===== config.mk =====
export PLATFORM = sky130hd
export DESIGN_NAME = lc3b_cpu
export DESIGN_NICKNAME = d
export VERILOG_FILES = /design/src/common/lc3b_types.sv /design/src/datapath/lc3b_alu.sv /design/src/datapath/lc3b_regfile.sv /design/src/datapath/lc3b_ir.sv /design/src/datapath/lc3b_datapath.sv /design/src/control/lc3b_control.sv /design/src/verilog/lc3b_cpu.sv
export VERILOG_INCLUDE_DIRS = /design/src /design/src/common
export SDC_FILE = /design/constraint.sdc
export NUM_CORES = 1
export LEC_CHECK = 0
export ABC_AREA = 1
export BUFFER_PORTS_ARGS = -buffer_cell sky130_fd_sc_hd__buf_2
export CAP_MARGIN = 15
export CORE_AREA = 2 2 217 219
export CTS_BUF_LIST = sky130_fd_sc_hd__clkbuf_2
export DETAILED_ROUTE_END_ITERATION = 6
export DIE_AREA = 0 0 219 221
export PLACE_DENSITY = 0.51
export SLEW_MARGIN = 10
export SYNTH_ARGS = -nofsm -noshare
export SYNTH_HDL_FRONTEND = slang
export SYNTH_HIERARCHICAL = 1
export SYNTH_SLANG_ARGS = --single-unit

===== constraint.sdc =====
create_clock -name clk -period 10.6 [get_ports clk]
set_input_delay 2.12 -clock clk [delete_from_list [all_inputs] [get_ports clk]]
set_output_delay 2.12 -clock clk [all_outputs]
set_load 0.02 [all_outputs]

===== src/common/lc3b_defines.svh =====
`ifndef LC3B_DEFINES_SVH
`define LC3B_DEFINES_SVH

`define LC3B_WORD_W   16
`define LC3B_RESET_PC 16'h0000

// standard LC-3b opcode field values
`define LC3B_OP_BR  4'b0000
`define LC3B_OP_ADD 4'b0001
`define LC3B_OP_AND 4'b0101
`define LC3B_OP_LDR 4'b0110
`define LC3B_OP_STR 4'b0111
`define LC3B_OP_NOT 4'b1001
`define LC3B_OP_JMP 4'b1100
`define LC3B_OP_LEA 4'b1110

`define LC3B_ALU_ADD  2'd0
`define LC3B_ALU_AND  2'd1
`define LC3B_ALU_NOT  2'd2
`define LC3B_ALU_PASS 2'd3

`define LC3B_PCMUX_PLUS2 2'd0
`define LC3B_PCMUX_BR    2'd1
`define LC3B_PCMUX_ALU   2'd2 // jmp target comes through the alu as a pass

`define LC3B_ALUMUX_SR2  2'd0
`define LC3B_ALUMUX_ADJ6 2'd1
`define LC3B_ALUMUX_IMM5 2'd2

`define LC3B_REGFILEMUX_ALU    2'd0
`define LC3B_REGFILEMUX_MDR    2'd1
`define LC3B_REGFILEMUX_BR_ADD 2'd2

`define LC3B_MARMUX_ALU 1'b0
`define LC3B_MARMUX_PC  1'b1

`define LC3B_MDRMUX_ALU 1'b0
`define LC3B_MDRMUX_MEM 1'b1

`endif


===== src/common/lc3b_types.sv =====
`default_nettype none

`include "lc3b_defines.svh"

package lc3b_types;

	typedef logic [`LC3B_WORD_W-1:0] lc3b_word;
	typedef logic [2:0] lc3b_reg;
	typedef logic [3:0] lc3b_opcode;
	typedef logic [1:0] lc3b_aluop;
	typedef logic [1:0] lc3b_sel;
	typedef logic [5:0] lc3b_offset6; // raw field, before extension
	typedef logic [8:0] lc3b_offset9;
	typedef logic [2:0] lc3b_nzp;

	// one clock per state, see the control unit for the sequence
	typedef enum logic [3:0]
	{
		FETCH1,
		FETCH2,
		FETCH3,
		DECODE,
		S_ALU,
		S_BR,
		S_JMP,
		S_LEA,
		CALC_ADDR,
		LDR1,
		LDR2,
		STR1,
		STR2
	} lc3b_state;

endpackage : lc3b_types

`default_nettype wire


===== src/datapath/lc3b_alu.sv =====
`timescale 1ns/1ps
`default_nettype none

`include "lc3b_defines.svh"

module lc3b_alu
(
	input wire lc3b_types::lc3b_aluop aluop,
	input wire lc3b_types::lc3b_word a,
	input wire lc3b_types::lc3b_word b,
	output lc3b_types::lc3b_word f
);

	import lc3b_types::*;

	always_comb
	begin
		case (aluop)
			`LC3B_ALU_ADD: f = a + b;
			`LC3B_ALU_AND: f = a & b;
			`LC3B_ALU_NOT: f = ~a;
			default: f = a; // pass, used for jmp targets and store data
		endcase
	end

endmodule : lc3b_alu

`default_nettype wire


===== src/datapath/lc3b_regfile.sv =====
`timescale 1ns/1ps
`default_nettype none

module lc3b_regfile
(
	input wire clk,
	input wire rst_n,
	input wire load,
	input wire lc3b_types::lc3b_word in,
	input wire lc3b_types::lc3b_reg src_a,
	input wire lc3b_types::lc3b_reg src_b,
	input wire lc3b_types::lc3b_reg dest,
	output lc3b_types::lc3b_word reg_a,
	output lc3b_types::lc3b_word reg_b
);

	import lc3b_types::*;

	lc3b_word regs [8];

	always_ff @(posedge clk or negedge rst_n)
	begin
		if (!rst_n)
		begin
			for (int i = 0; i < 8; i++)
				regs[i] <= '0;
		end
		else if (load)
			regs[dest] <= in;
	end

	assign reg_a = regs[src_a]; // reads see the old value during a write
	assign reg_b = regs[src_b];

endmodule : lc3b_regfile

`default_nettype wire


===== src/datapath/lc3b_ir.sv =====
`timescale 1ns/1ps
`default_nettype none

module lc3b_ir
(
	input wire clk,
	input wire rst_n,
	input wire load,
	input wire lc3b_types::lc3b_word in,
	output lc3b_types::lc3b_opcode opcode,
	output lc3b_types::lc3b_reg dest,
	output lc3b_types::lc3b_reg src1,
	output lc3b_types::lc3b_reg src2,
	output logic immediate,
	output lc3b_types::lc3b_word imm5,
	output lc3b_types::lc3b_word offset6,
	output lc3b_types::lc3b_word offset9
);

	import lc3b_types::*;

	lc3b_word data;
	lc3b_offset6 raw6;
	lc3b_offset9 raw9;

	always_ff @(posedge clk or negedge rst_n)
	begin
		if (!rst_n)
			data <= '0;
		else if (load)
			data <= in;
	end

	assign opcode = data[15:12];
	assign dest = data[11:9]; // also the nzp mask of a branch
	assign src1 = data[8:6];
	assign src2 = data[2:0];
	assign immediate = data[5];
	assign raw6 = data[5:0];
	assign raw9 = data[8:0];

	assign imm5 = {{11{data[4]}}, data[4:0]};
	// word addressing, so both offsets count in units of two bytes
	assign offset6 = {{9{raw6[5]}}, raw6, 1'b0};
	assign offset9 = {{6{raw9[8]}}, raw9, 1'b0};

endmodule : lc3b_ir

`default_nettype wire


===== src/datapath/lc3b_datapath.sv =====
`timescale 1ns/1ps
`default_nettype none

`include "lc3b_defines.svh"

module lc3b_datapath
(
	input wire clk,
	input wire rst_n,
	input wire load_pc,
	input wire load_ir,
	input wire load_regfile,
	input wire load_mar,
	input wire load_mdr,
	input wire load_cc,
	input wire lc3b_types::lc3b_sel pcmux_sel,
	input wire lc3b_types::lc3b_sel alumux_sel,
	input wire lc3b_types::lc3b_sel regfilemux_sel,
	input wire storemux_sel,
	input wire marmux_sel,
	input wire mdrmux_sel,
	input wire lc3b_types::lc3b_aluop aluop,
	input wire lc3b_types::lc3b_word mem_rdata,
	output lc3b_types::lc3b_opcode opcode,
	output logic immediate,
	output logic branch_enable,
	output lc3b_types::lc3b_word mem_address,
	output lc3b_types::lc3b_word mem_wdata
);

	import lc3b_types::*;

	lc3b_word pc, mar, mdr;
	lc3b_word pc_plus2, br_add;
	lc3b_word pcmux_out, alumux_out, regfilemux_out, marmux_out, mdrmux_out;
	lc3b_word alu_out, reg_a, reg_b;
	lc3b_word imm5, adj6, adj9;
	lc3b_reg dest, src1, src2, storemux_out;
	lc3b_nzp cc, gencc;

	assign pc_plus2 = pc + 16'd2;
	assign br_add = pc + adj9; // pc already points past the instruction here
	assign storemux_out = storemux_sel ? dest : src1;
	assign marmux_out = (marmux_sel == `LC3B_MARMUX_PC) ? pc : alu_out;
	assign mdrmux_out = (mdrmux_sel == `LC3B_MDRMUX_MEM) ? mem_rdata : alu_out;

	always_comb
	begin
		case (pcmux_sel)
			`LC3B_PCMUX_BR: pcmux_out = br_add;
			`LC3B_PCMUX_ALU: pcmux_out = alu_out;
			default: pcmux_out = pc_plus2;
		endcase
		case (alumux_sel)
			`LC3B_ALUMUX_ADJ6: alumux_out = adj6;
			`LC3B_ALUMUX_IMM5: alumux_out = imm5;
			default: alumux_out = reg_b;
		endcase
		case (regfilemux_sel)
			`LC3B_REGFILEMUX_MDR: regfilemux_out = mdr;
			`LC3B_REGFILEMUX_BR_ADD: regfilemux_out = br_add;
			default: regfilemux_out = alu_out;
		endcase
	end

	// condition codes come from whatever value is headed for the register file
	assign gencc[2] = regfilemux_out[`LC3B_WORD_W-1];
	assign gencc[1] = (regfilemux_out == '0);
	assign gencc[0] = !regfilemux_out[`LC3B_WORD_W-1] && (regfilemux_out != '0);

	assign branch_enable = |(dest & cc); // the nzp field shares bits 11:9 with dest

	always_ff @(posedge clk or negedge rst_n)
	begin
		if (!rst_n)
		begin
			pc <= `LC3B_RESET_PC;
			mar <= '0;
			mdr <= '0;
			cc <= '0;
		end
		else
		begin
			if (load_pc)
				pc <= pcmux_out;
			if (load_mar)
				mar <= marmux_out;
			if (load_mdr)
				mdr <= mdrmux_out;
			if (load_cc)
				cc <= gencc;
		end
	end

	assign mem_address = mar;
	assign mem_wdata = mdr;

	lc3b_ir i_lc3b_ir
	(
		.clk, .rst_n,
		.load(load_ir),
		.in(mdr),
		.opcode, .dest, .src1, .src2, .immediate,
		.imm5,
		.offset6(adj6),
		.offset9(adj9)
	);

	lc3b_regfile i_lc3b_regfile
	(
		.clk, .rst_n,
		.load(load_regfile),
		.in(regfilemux_out),
		.src_a(storemux_out),
		.src_b(src2),
		.dest,
		.reg_a, .reg_b
	);

	lc3b_alu i_lc3b_alu
	(
		.aluop,
		.a(reg_a),
		.b(alumux_out),
		.f(alu_out)
	);

endmodule : lc3b_datapath

`default_nettype wire


===== src/control/lc3b_control.sv =====
`timescale 1ns/1ps
`default_nettype none

`include "lc3b_defines.svh"

module lc3b_control
(
	input wire clk,
	input wire rst_n,
	input wire lc3b_types::lc3b_opcode opcode,
	input wire immediate,
	input wire branch_enable,
	output logic load_pc,
	output logic load_ir,
	output logic load_regfile,
	output logic load_mar,
	output logic load_mdr,
	output logic load_cc,
	output lc3b_types::lc3b_sel pcmux_sel,
	output lc3b_types::lc3b_sel alumux_sel,
	output lc3b_types::lc3b_sel regfilemux_sel,
	output logic storemux_sel,
	output logic marmux_sel,
	output logic mdrmux_sel,
	output lc3b_types::lc3b_aluop aluop,
	output logic mem_read,
	output logic mem_write
);

	import lc3b_types::*;

	lc3b_state state;
	lc3b_state state_next;

	always_ff @(posedge clk or negedge rst_n)
	begin
		if (!rst_n)
			state <= FETCH1;
		else
			state <= state_next;
	end

	always_comb
	begin
		state_next = FETCH1; // every execute state returns here
		case (state)
			FETCH1: state_next = FETCH2;
			FETCH2: state_next = FETCH3;
			FETCH3: state_next = DECODE;
			DECODE:
			begin
				case (opcode)
					`LC3B_OP_ADD, `LC3B_OP_AND, `LC3B_OP_NOT: state_next = S_ALU;
					`LC3B_OP_BR: state_next = S_BR;
					`LC3B_OP_JMP: state_next = S_JMP;
					`LC3B_OP_LEA: state_next = S_LEA;
					`LC3B_OP_LDR, `LC3B_OP_STR: state_next = CALC_ADDR;
					default: state_next = FETCH1; // unsupported opcodes act as a nop
				endcase
			end
			CALC_ADDR: state_next = (opcode == `LC3B_OP_LDR) ? LDR1 : STR1;
			LDR1: state_next = LDR2;
			STR1: state_next = STR2;
			default: state_next = FETCH1;
		endcase
	end

	always_comb
	begin
		load_pc = 1'b0;
		load_ir = 1'b0;
		load_regfile = 1'b0;
		load_mar = 1'b0;
		load_mdr = 1'b0;
		load_cc = 1'b0;
		pcmux_sel = `LC3B_PCMUX_PLUS2;
		alumux_sel = `LC3B_ALUMUX_SR2;
		regfilemux_sel = `LC3B_REGFILEMUX_ALU;
		storemux_sel = 1'b0;
		marmux_sel = `LC3B_MARMUX_ALU;
		mdrmux_sel = `LC3B_MDRMUX_ALU;
		aluop = `LC3B_ALU_PASS;
		mem_read = 1'b0;
		mem_write = 1'b0;

		case (state)
			FETCH1:
			begin
				marmux_sel = `LC3B_MARMUX_PC;
				load_mar = 1'b1;
				load_pc = 1'b1; // pc moves on to pc+2 in the same edge
			end
			FETCH2:
			begin
				mem_read = 1'b1;
				mdrmux_sel = `LC3B_MDRMUX_MEM;
				load_mdr = 1'b1;
			end
			FETCH3: load_ir = 1'b1;
			S_ALU:
			begin
				case (opcode)
					`LC3B_OP_AND: aluop = `LC3B_ALU_AND;
					`LC3B_OP_NOT: aluop = `LC3B_ALU_NOT;
					default: aluop = `LC3B_ALU_ADD;
				endcase
				alumux_sel = immediate ? `LC3B_ALUMUX_IMM5 : `LC3B_ALUMUX_SR2;
				load_regfile = 1'b1;
				load_cc = 1'b1;
			end
			S_BR:
			begin
				pcmux_sel = `LC3B_PCMUX_BR;
				load_pc = branch_enable;
			end
			S_JMP:
			begin
				pcmux_sel = `LC3B_PCMUX_ALU; // base register passes through the alu
				load_pc = 1'b1;
			end
			S_LEA:
			begin
				regfilemux_sel = `LC3B_REGFILEMUX_BR_ADD;
				load_regfile = 1'b1;
				load_cc = 1'b1;
			end
			CALC_ADDR:
			begin
				alumux_sel = `LC3B_ALUMUX_ADJ6;
				aluop = `LC3B_ALU_ADD;
				load_mar = 1'b1;
			end
			LDR1:
			begin
				mem_read = 1'b1;
				mdrmux_sel = `LC3B_MDRMUX_MEM;
				load_mdr = 1'b1;
			end
			LDR2:
			begin
				regfilemux_sel = `LC3B_REGFILEMUX_MDR;
				load_regfile = 1'b1;
				load_cc = 1'b1;
			end
			STR1:
			begin
				storemux_sel = 1'b1; // the source of a store sits in the dest field
				load_mdr = 1'b1;
			end
			STR2: mem_write = 1'b1;
			default:
			begin
			end
		endcase
	end

endmodule : lc3b_control

`default_nettype wire


===== src/verilog/lc3b_cpu.sv =====
`timescale 1ns/1ps
`default_nettype none

module lc3b_cpu
(
	input wire clk,
	input wire rst_n,
	input wire lc3b_types::lc3b_word mem_rdata,
	output logic mem_read,
	output logic mem_write,
	output lc3b_types::lc3b_word mem_address,
	output lc3b_types::lc3b_word mem_wdata
);

	import lc3b_types::*;

	logic load_pc;
	logic load_ir;
	logic load_regfile;
	logic load_mar;
	logic load_mdr;
	logic load_cc;
	lc3b_sel pcmux_sel;
	lc3b_sel alumux_sel;
	lc3b_sel regfilemux_sel;
	logic storemux_sel;
	logic marmux_sel;
	logic mdrmux_sel;
	lc3b_aluop aluop;
	lc3b_opcode opcode;
	logic immediate;
	logic branch_enable;

	lc3b_control i_lc3b_control
	(
		.clk, .rst_n,
		.opcode, .immediate, .branch_enable,
		.load_pc, .load_ir, .load_regfile, .load_mar, .load_mdr, .load_cc,
		.pcmux_sel, .alumux_sel, .regfilemux_sel,
		.storemux_sel, .marmux_sel, .mdrmux_sel,
		.aluop, .mem_read, .mem_write
	);

	lc3b_datapath i_lc3b_datapath
	(
		.clk, .rst_n,
		.load_pc, .load_ir, .load_regfile, .load_mar, .load_mdr, .load_cc,
		.pcmux_sel, .alumux_sel, .regfilemux_sel,
		.storemux_sel, .marmux_sel, .mdrmux_sel,
		.aluop, .mem_rdata,
		.opcode, .immediate, .branch_enable,
		.mem_address, .mem_wdata
	);

endmodule : lc3b_cpu

`default_nettype wire


After elaboration in Yosys (flattened, before gate mapping)

Memory sizes are Yosys's and may differ from the RTL's.
Index checks and enable logic that the tools add are counted.

ROM bits: 64
Logic and storage cells: 97
Input bits: 18
Output and inout port bits: 34
Memories kept: 1
Register bits: 199

Memory list:

| name            | depth | bits a word | rd ports | clocked after Yosys merged registers in | wr ports | RTL line           | text |
|---|---|---|---|---|---|---|---|
| (no name shown) | 16    | 4           | 1        | 0                                       | 0        | lc3b_control.sv:52 | `case (opcode)` |

Reductions and logical operators: 13
Equal/unequal tests: 23
Add/subtract/negate cells: 3
Bitwise gates (word level): 6
$lt $le $gt $ge: 4
Mux-type cells: 33

Operator list:

| cell                                                 | count |
|---|---|
| bitwise mux 128 bit                                  | 1 |
| 2-to-1 mux 16 bit                                    | 7 |
| binary-select mux 16 bit (select 3 bit)              | 2 |
| case mux 16 bit (2 select lines)                     | 3 |
| demux 16 bit (select 3 bit)                          | 1 |
| case mux 16 bit (3 select lines)                     | 1 |
| adder 16 bit                                         | 2 |
| case mux 4 bit (7 select lines)                      | 1 |
| equality test 4 x 3 -> 1 bit (second input constant) | 6 |
| equality test 4 bit (second input constant)          | 6 |
| case mux 2 bit (2 select lines)                      | 5 |
| adder 16 x 2 -> 16 bit (second input constant)       | 1 |
| bitwise AND 16 bit                                   | 1 |
| logical NOT 16 bit                                   | 1 |
| NOT 16 bit                                           | 1 |
| nonzero test 16 bit                                  | 1 |
| >= comparator 4 bit (second input constant)          | 3 |
| NOT 3 -> 4 bit                                       | 3 |
| OR reduction 3 bit                                   | 3 |
| equality test 2 x 1 -> 1 bit (second input constant) | 4 |
| equality test 2 bit (second input constant)          | 4 |
| equality test 4 x 2 -> 1 bit (second input constant) | 2 |
| 2-to-1 mux 1 bit                                     | 8 |
| OR reduction 2 bit                                   | 3 |
| 10 further kinds                                     | 12 |

Longest topological paths before layout

Gate-level depths: netlist (run 1).

Depth in word-level cells: 12
Gate-level depth with buffers: 31
Gate-level depth less buffers: 30

By module

The synthesis (run 1) kept the hierarchy.

By module, submodules not included:

| module        | area an instance (um^2) | cells each | sequential area each (um^2) | instances |
|---|---|---|---|---|
| lc3b_regfile  | 7,490.9                 | 1,165      | 3,203.1                     | 1 |
| lc3b_datapath | 4,638.2                 | 746        | 1,276.2                     | 1 |
| lc3b_alu      | 1,432.6                 | 269        | 0.0                         | 1 |
| lc3b_ir       | 993.5                   | 115        | 400.4                       | 1 |
| lc3b_control  | 417.9                   | 75         | 100.1                       | 1 |

Worst setup path before layout (run 1)

Ideal clock, no wire load.

Path kind: reg2reg
Start point: register i_lc3b_control.state[1]
End point: register i_lc3b_datapath.cc[0]
Period minus slack after synthesis: 3.808 ns
Data required time: 10.484 ns
Cell stages (with the launch flop): 31
Buffers on the path: 2
Setup slack: 6.792 ns
Setup time: 0.116 ns
Data arrival time: 3.692 ns
Cell sequence: dfrtp_1 nor2_2 inv_1 nor2_2 inv_1 ha_1 clkbuf_1 inv_1 clkbuf_1 nor2_1 a21oi_1 ha_1 inv_1 fa_1 inv_1 nand3_1 nand3_1 a21oi_1 or2_0 nand3_1 nand3_2 inv_1 nand2_1 nand2_1 inv_2 nor2_1 nand2_1 nor2_2 nand2_1 nand2_1 nand2_1

Elaborated cells on any way between the ends: 32
Classes of those cells: add/sub (1); eq/ne (11); mux (12); bitwise (3); reduce/logical (5)

RTL lines:

| element                                                             | RTL line            | text |
|---|---|---|
| from (decl)                                                         | lc3b_control.sv:32  | `lc3b_state state;` |
| from (signal assigned)                                              | lc3b_control.sv:40  | `state <= state_next;` |
| equality test 4 bit or equality test 4 x 3 -> 1 bit (tied branches) | lc3b_control.sv:86  | `case (state)` |
| case mux 2 bit (2 select lines) *                                   | lc3b_control.sv:86  |  |
| named net alumux_sel[0]                                             | lc3b_cpu.sv:24      | `lc3b_sel alumux_sel;` |
| equality test 2 bit or equality test 2 x 1 -> 1 bit (tied branches) | lc3b_datapath.sv:54 | `case (alumux_sel)` |
| case mux 16 bit (2 select lines) *                                  | lc3b_datapath.sv:54 |  |
| named net i_lc3b_datapath.alumux_out[0]                             | lc3b_datapath.sv:35 | `lc3b_word pcmux_out, alumux_out, regfilemux_out, marmux_out, mdrmux_out;` |
| adder 16 bit *                                                      | lc3b_alu.sv:19      | `` `LC3B_ALU_ADD: f = a + b; `` |
| case mux 16 bit (3 select lines) *                                  | lc3b_alu.sv:18      | `case (aluop)` |
| named net i_lc3b_datapath.alu_out[8]                                | lc3b_datapath.sv:36 | `lc3b_word alu_out, reg_a, reg_b;` |
| case mux 16 bit (2 select lines) *                                  | lc3b_datapath.sv:59 | `case (regfilemux_sel)` |
| named net i_lc3b_datapath.regfilemux_out[8]                         | lc3b_datapath.sv:35 |  |
| nonzero test 16 bit *                                               | lc3b_datapath.sv:69 | `` assign gencc[0] = !regfilemux_out[`LC3B_WORD_W-1] && (regfilemux_out != '0); `` |
| logical AND 1 bit *                                                 | lc3b_datapath.sv:69 |  |
| to (signal assigned)                                                | lc3b_datapath.sv:91 | `cc <= gencc;` |
| to (decl)                                                           | lc3b_datapath.sv:39 | `lc3b_nzp cc, gencc;` |

Mark *: on every way through the listed nets, which the timed path passes. The rest lies on a longest branch. The select of a mux whose other input is x is not followed.
A chain may end at the register's enable or synchronous reset.

Worst setup path in the final report (run 1)

Start point: register i_lc3b_control.state[2]
End point: register i_lc3b_datapath.cc[0]

Longest elaborated chain between the ends: 12
Elaborated cells on any way between the ends: 32
Classes of those cells: add/sub (1); eq/ne (11); mux (12); bitwise (3); reduce/logical (5)

Ends and longest elaborated chain:

| element                                              | RTL line            | text |
|---|---|---|
| equality test 4 bit                                  | lc3b_control.sv:86  |  |
| 2-to-1 mux 1 bit                                     | lc3b_control.sv:86  |  |
| named net storemux_sel                               | lc3b_cpu.sv:26      | `logic storemux_sel;` |
| 2-to-1 mux 3 bit                                     | lc3b_datapath.sv:43 | `assign storemux_out = storemux_sel ? dest : src1;` |
| named net i_lc3b_datapath.storemux_out[0]            | lc3b_datapath.sv:38 | `lc3b_reg dest, src1, src2, storemux_out;` |
| NOT 3 -> 4 bit (not written as such)                 | lc3b_regfile.sv:32  | `assign reg_a = regs[src_a];` |
| binary-select mux 16 bit (select 3 bit)              | lc3b_regfile.sv:32  |  |
| 2-to-1 mux 16 bit (not written as such) (2 in a row) | lc3b_regfile.sv:32  |  |
| named net i_lc3b_datapath.reg_a[0]                   | lc3b_datapath.sv:36 |  |
| adder 16 bit                                         | lc3b_alu.sv:19      |  |
| case mux 16 bit (3 select lines)                     | lc3b_alu.sv:18      |  |
| named net i_lc3b_datapath.alu_out[8]                 | lc3b_datapath.sv:36 |  |
| case mux 16 bit (2 select lines)                     | lc3b_datapath.sv:59 |  |
| named net i_lc3b_datapath.regfilemux_out[8]          | lc3b_datapath.sv:35 |  |
| nonzero test 16 bit                                  | lc3b_datapath.sv:69 |  |
| logical AND 1 bit                                    | lc3b_datapath.sv:69 |  |

The timed path passes the listed nets, and every way through them passes these cells. The select of a mux whose other input is x is not followed.

==> results of run 1 <==
cell usage in the layout, fill, tap and decap left out, drive strengths merged, types with 3 or more instances in the layout:
cell type  Yosys  final
clkbuf        52     21
nor3           8      8
nand2        907    907
dfrtp        199    199
a22oi          5      5
clkinv         1      5
mux2           3      3
or2            5      5
nor2         127    127
ha            38     38
nand3b        11     11
nand3        216    216
inv          336    338
buf          105     70
o211ai        10     10
xor2           5      5
a21oi        106    106
o21a          18     18
o22ai         12     12
nand4          5      5
a31oi          6      6
bufinv         0      4
o21ai        182    182
worst max-delay path by stage:
stage | endpoint | slack, ns | depth (start not counted)
floorplan | i_lc3b_datapath/cc[0] | 6.79 | 30
global placement | i_lc3b_datapath/cc[0] | 4.96 | 28
detailed placement | i_lc3b_datapath/cc[0] | 4.87 | 30
CTS | i_lc3b_datapath/cc[0] | 4.77 | 30
global route | i_lc3b_datapath/cc[0] | 4.22 | 30
finish | i_lc3b_datapath/cc[0] | 4.68 | 31
state kept, by name, indices dropped and copies added (netlist names):
name and cells:
i_lc3b_datapath/i_lc3b_regfile/regs 128, i_lc3b_datapath/i_lc3b_ir/data 16, i_lc3b_datapath/mem_address 16, i_lc3b_datapath/cc 3, i_lc3b_control/state 4, i_lc3b_datapath/pc 16
i_lc3b_datapath/mem_wdata 16
routing by layer:
metal / vias up / part of all wire, %
met2: 415 / 46
met5: - / 0
li1: 7218 / -
met1: 6960 / 46
met4: 0 / 3.0
met3: 77 / 4.8
critical path, delay by kind of cell (launching register included):
kind	cells	cell delay, ns
and+or+nand+nor	20	2.30
muxes	1	0.22
DFF	1	0.53
adders and majority gates	2	0.64
buffers and inverters	7	1.88
AOI/OAI and AO/OA	1	0.16
cell type report:
type                       instances  area share (%)
clock buffer                      20           0.643
multi-input combinational       1678            50.5
antenna                            1          0.0161
clock inverter                    12            1.11
inverter                         337            8.18
timing repair buffer              71            2.66
sequential                       199            32.0
tap                              607            4.88
kinds of logic (layout without fill, tap and decap cells):
group | Yosys count | in the layout
compound gates | 345 | 345
xor+xnor | 7 | 7
fa+ha+maj | 40 | 40
buf+inv | 494 | 440
flops | 199 | 199
mux | 3 | 3
other cells | 1 | 3
simple gates | 1281 | 1281
stage by stage:
stage,hold WS (ns),util (%),area (µm²),worst slack (ns)
floorplan,0.449,-,15000,6.79
global placement,0.466,33.2,15300,4.96
detailed placement,0.470,33.2,15300,4.87
CTS,0.528,33.8,15600,4.77
global route,0.543,33.8,15600,4.22
finish,0.520,33.8,15600,4.68
==> results_dict.tcl, run 1 <==
set metrics [dict create \
    die_height_um 221 \
    clkTransAtPathRegs_ns 0.35 \
    route.antenna.remaining_nets 0 \
    final-seq-area_um2 4980 \
    worstSetupPathType "reg -> reg" \
    ys_types 49 \
    synthMuxAreaShare_pct 0.226 \
    drive_gt1_share_pct 7.85 \
    grt_first_pass_wirelength_um 81300 \
    cp_slowest_cell "inv_2" \
    grt_use_total_pct 21.9 \
    use_met2_pct 34.4 \
    yosys.area.top_type "dfrtp_1" \
    synth_xor_area_share_pct 0.409 \
    fin_skew_ns 0.0733 \
    holdPathEnd "i_lc3b_datapath/i_lc3b_regfile/regs[60]" \
    cp-startpoint "i_lc3b_control/state[2]" \
    cts_setup_buffers 0 \
    fp-row-count 79 \
    worstMarginPinSlew_ns 1.19 \
    pin_count 52 \
    cts_tree "yes" \
    run_status "finished clean" \
    avgSynthCellArea_um2 6.32 \
    ys_warn_count 6 \
    synth_cells 2370 \
    cap_violations 0 \
    wl_per_cell_um 17.8 \
    synth-edff-count 0 \
    final_cells 2925 \
    cp_data_required_time_ns 11.58 \
    rsz0062_at_grt "false" \
    first_pass_iters 6 \
    fin_setup_tns_ns 0 \
    synthTopCellsByArea "dfrtp_1 (33%), nand2_1 (22%), inv_1 (7.9%)" \
    cts.sinks 199 \
    reg2reg_depth 31 \
    grt-ovfl-total 0 \
    nFillCells 5127 \
    regToRegSetupSlack_ns 4.68 \
    tritoncts.num_buffers 17 \
    ys_ff_latch 199 \
    dieArea_um2 48400 \
    setup_violations 0 \
    num_vias 14670 \
    min_path_type "reg -> reg" \
    layout.nets 2362 \
    final_max_slew_viol_count 0 \
    final.period_utilization_pct 55.8 \
    r2r-start "i_lc3b_control/state[2]" \
    synth_top_family_by_area "simple AND/OR/NAND/NOR gates" \
    avgViaCountPerCell 5.02 \
    hold_violations 0 \
    mappedNetlistArea_um2 15000 \
    ys_seq_area_share_pct 33.3 \
    end_kind "register" \
    min_from "i_lc3b_datapath/i_lc3b_regfile/regs[60]" \
    relSlewSlack_pct 20.7 \
    core_um2 46100 \
    initial_core_util_pct 32.5 \
    clockRootBuffer "clkbuf_2" \
    antenna_found_initial 1 \
    startpoint_type "register" \
    gp_congestion 0.915 \
    grt_busiest_layer "met2" \
    path_common_cell "nand2_1" \
    drt_iter0_markers 1181 \
    numPortBuffers 51 \
    synthAdderAreaFrac_pct 3.44 \
    yosys.area_share.simple_pct 35.5 \
    multi_input_comb_area_um2 7860 \
    fin_crit_ns 5.92 \
    dp_hpwl_um 36400 \
    cts_hold_buf 0 \
    cts.path.max_buffers 2 \
    synth_top_area_share_pct 33.3 \
    grt_pass1_vias 13933 \
    routed_wl_um 52100 \
    post_cts_resized 0 \
    min_path_cells 2 \
    die_w_um 219 \
    synth_compound_area_share_pct 12.7 \
    met1_usage_pct 30.2 \
    dp_cells 2892 \
    r2r-end "i_lc3b_datapath/cc[0]" \
    ctsHtreeMaxLevel 4 \
    critPathMaxFanout 65 \
    yosysMostFrequentCell "nand2_1" \
    synthFlopType "dfrtp_1" \
    max_freq_ghz 0.169 \
    async_reset_ff_share_pct 100 \
    met3_usage_pct 3.51 \
    grt_max_degree 71 \
    clkLatencyLatePin_ns 1.08 \
    netlist_top_cells_count "nand2_1 (888), inv_1 (315), nand3_1 (206)" \
    syn2layout_area_growth_pct 3.92 \
    critPathMaxStageDelay_ns 0.66 \
    arrival_ns 6.90 \
    route.detailed.drc 0 \
]
Power of run 1 is left out: the tool's default activity adds up to more than one toggle a clock period on the data nets, which glitch-free logic cannot reach.
==> run 2: changes to the inputs <==
==> constraint.sdc (replaced) <==
create_clock -name clk -period 6 [get_ports clk]
set_input_delay 1.2 -clock clk [delete_from_list [all_inputs] [get_ports clk]]
set_output_delay 1.2 -clock clk [all_outputs]
set_load 0.02 [all_outputs]
==> results_dict.tcl, run 2 (synthesis gave the netlist of run 1 again) <==
set metrics [dict create \
    layout.nets 2365 \
    die_height_um 221 \
    route.detailed.drc 0 \
    top_register "i_lc3b_datapath/i_lc3b_regfile/regs" \
    max_freq_ghz 0.195 \
    dieArea_um2 48400 \
    cts_hold_buf 0 \
    die_w_um 219 \
    grt-ovfl-total 0 \
    startpoint_type "register" \
    fin_setup_tns_ns 0 \
    layout_commonest_cell "nand2_1" \
    final-seq-area_um2 4980 \
    min_path_type "in -> async" \
    hold_violations 0 \
    cts_tree "yes" \
    cts.path.max_buffers 2 \
    ctsHtreeMaxLevel 4 \
    grt_max_degree 102 \
    arrival_ns 6.16 \
    relSlewSlack_pct 39.8 \
    wl_per_cell_um 17.9 \
    grt_use_total_pct 22.1 \
    routed_wl_um 52400 \
    cp_data_required_time_ns 7.04 \
    first_pass_iters 7 \
    clkTransAtPathRegs_ns 0.32 \
    final_max_slew_viol_count 0 \
    largest_register_ffs 128 \
    antenna_found_initial 2 \
    critPathMaxStageDelay_ns 0.51 \
    clockRootBuffer "clkbuf_2" \
    tritoncts.num_buffers 17 \
    avgViaCountPerCell 5.00 \
    fp-row-count 79 \
    path_common_cell "nand2_1" \
    rsz0062_at_grt "false" \
    final.period_utilization_pct 85.3 \
    critPathBufInv 5 \
    post_cts_resized 0 \
    syn2layout_area_growth_pct 4.09 \
    multi_input_comb_area_um2 7870 \
    fin_skew_ns 0.0837 \
    initial_core_util_pct 32.5 \
    grt_first_pass_wirelength_um 81700 \
    core_um2 46100 \
    fin_crit_ns 5.12 \
    nFillCells 5170 \
    num_vias 14663 \
    cts.sinks 199 \
    numPortBuffers 51 \
    drt_iter0_markers 1354 \
    worstSetupPathType "reg -> reg" \
    gp_congestion 0.916 \
    critPathMaxFanout 24 \
    worstMarginPinSlew_ns 0.902 \
    cap_violations 0 \
    pin_count 52 \
    setup_violations 0 \
    grt_pass1_vias 13861 \
    clkLatencyLatePin_ns 1.11 \
    run_status "finished clean" \
    cp_slowest_cell "dfrtp_1" \
    dp_hpwl_um 36000 \
    route.antenna.remaining_nets 0 \
    end_kind "register" \
    cts_setup_buffers 0 \
    cp_top_family "simple AND/OR/NAND/NOR gates" \
    drive_gt1_share_pct 8.28 \
    layout_common_cells "nand2_1 (883), inv_1 (315), nand3_1 (205)" \
]
## run 2: cell type report
type / count / share of cell area (%)
clock inverters: 14 / 0.899
inverters: 337 / 8.16
diodes: 4 / 0.0642
repair buffers: 74 / 2.96
flip-flops and latches: 199 / 32.0
clock buffers: 18 / 0.578
well taps: 607 / 4.87
multi-input cells: 1678 / 50.5
## run 2: stage by stage
stage	hold WS [ns]	worst slack, ns	cells	util, %	area, µm²
CTS	0.0254	0.935	2927	33.8	15600
finish	0.136	0.881	2931	33.8	15600
global route	0.104	0.531	2929	33.8	15600
global placement	0.466	0.979	2895	33.3	15300
floorplan	0.449	2.19	2371	-	15000
detailed placement	0.473	0.985	2895	33.3	15300
## run 2: metal layers
layer	track usage (%)	share of wire (%)
met5	0	0
met4	7.76	2.5
met3	2.71	5.4
met1	31.7	48
met2	34.2	45
## run 2: path summary, 6_finish.rpt
path                                                          from                                      end  slack, ns  depth (start not counted)
max                                        i_lc3b_control/state[2]                    i_lc3b_datapath/cc[0]       0.88                         27
min                                                          rst_n  i_lc3b_datapath/i_lc3b_regfile/regs[41]       0.14                          1
max reg2reg                                i_lc3b_control/state[2]                    i_lc3b_datapath/cc[0]       0.88                         27
min reg2reg                i_lc3b_datapath/i_lc3b_regfile/regs[39]  i_lc3b_datapath/i_lc3b_regfile/regs[39]       0.52                          2
max in group asynchronous                                    rst_n   i_lc3b_datapath/i_lc3b_regfile/regs[0]       4.73                          2
min in group clk                                      mem_rdata[6]             i_lc3b_datapath/mem_wdata[6]       0.27                          3
Power of run 2 is left out for the same reason.
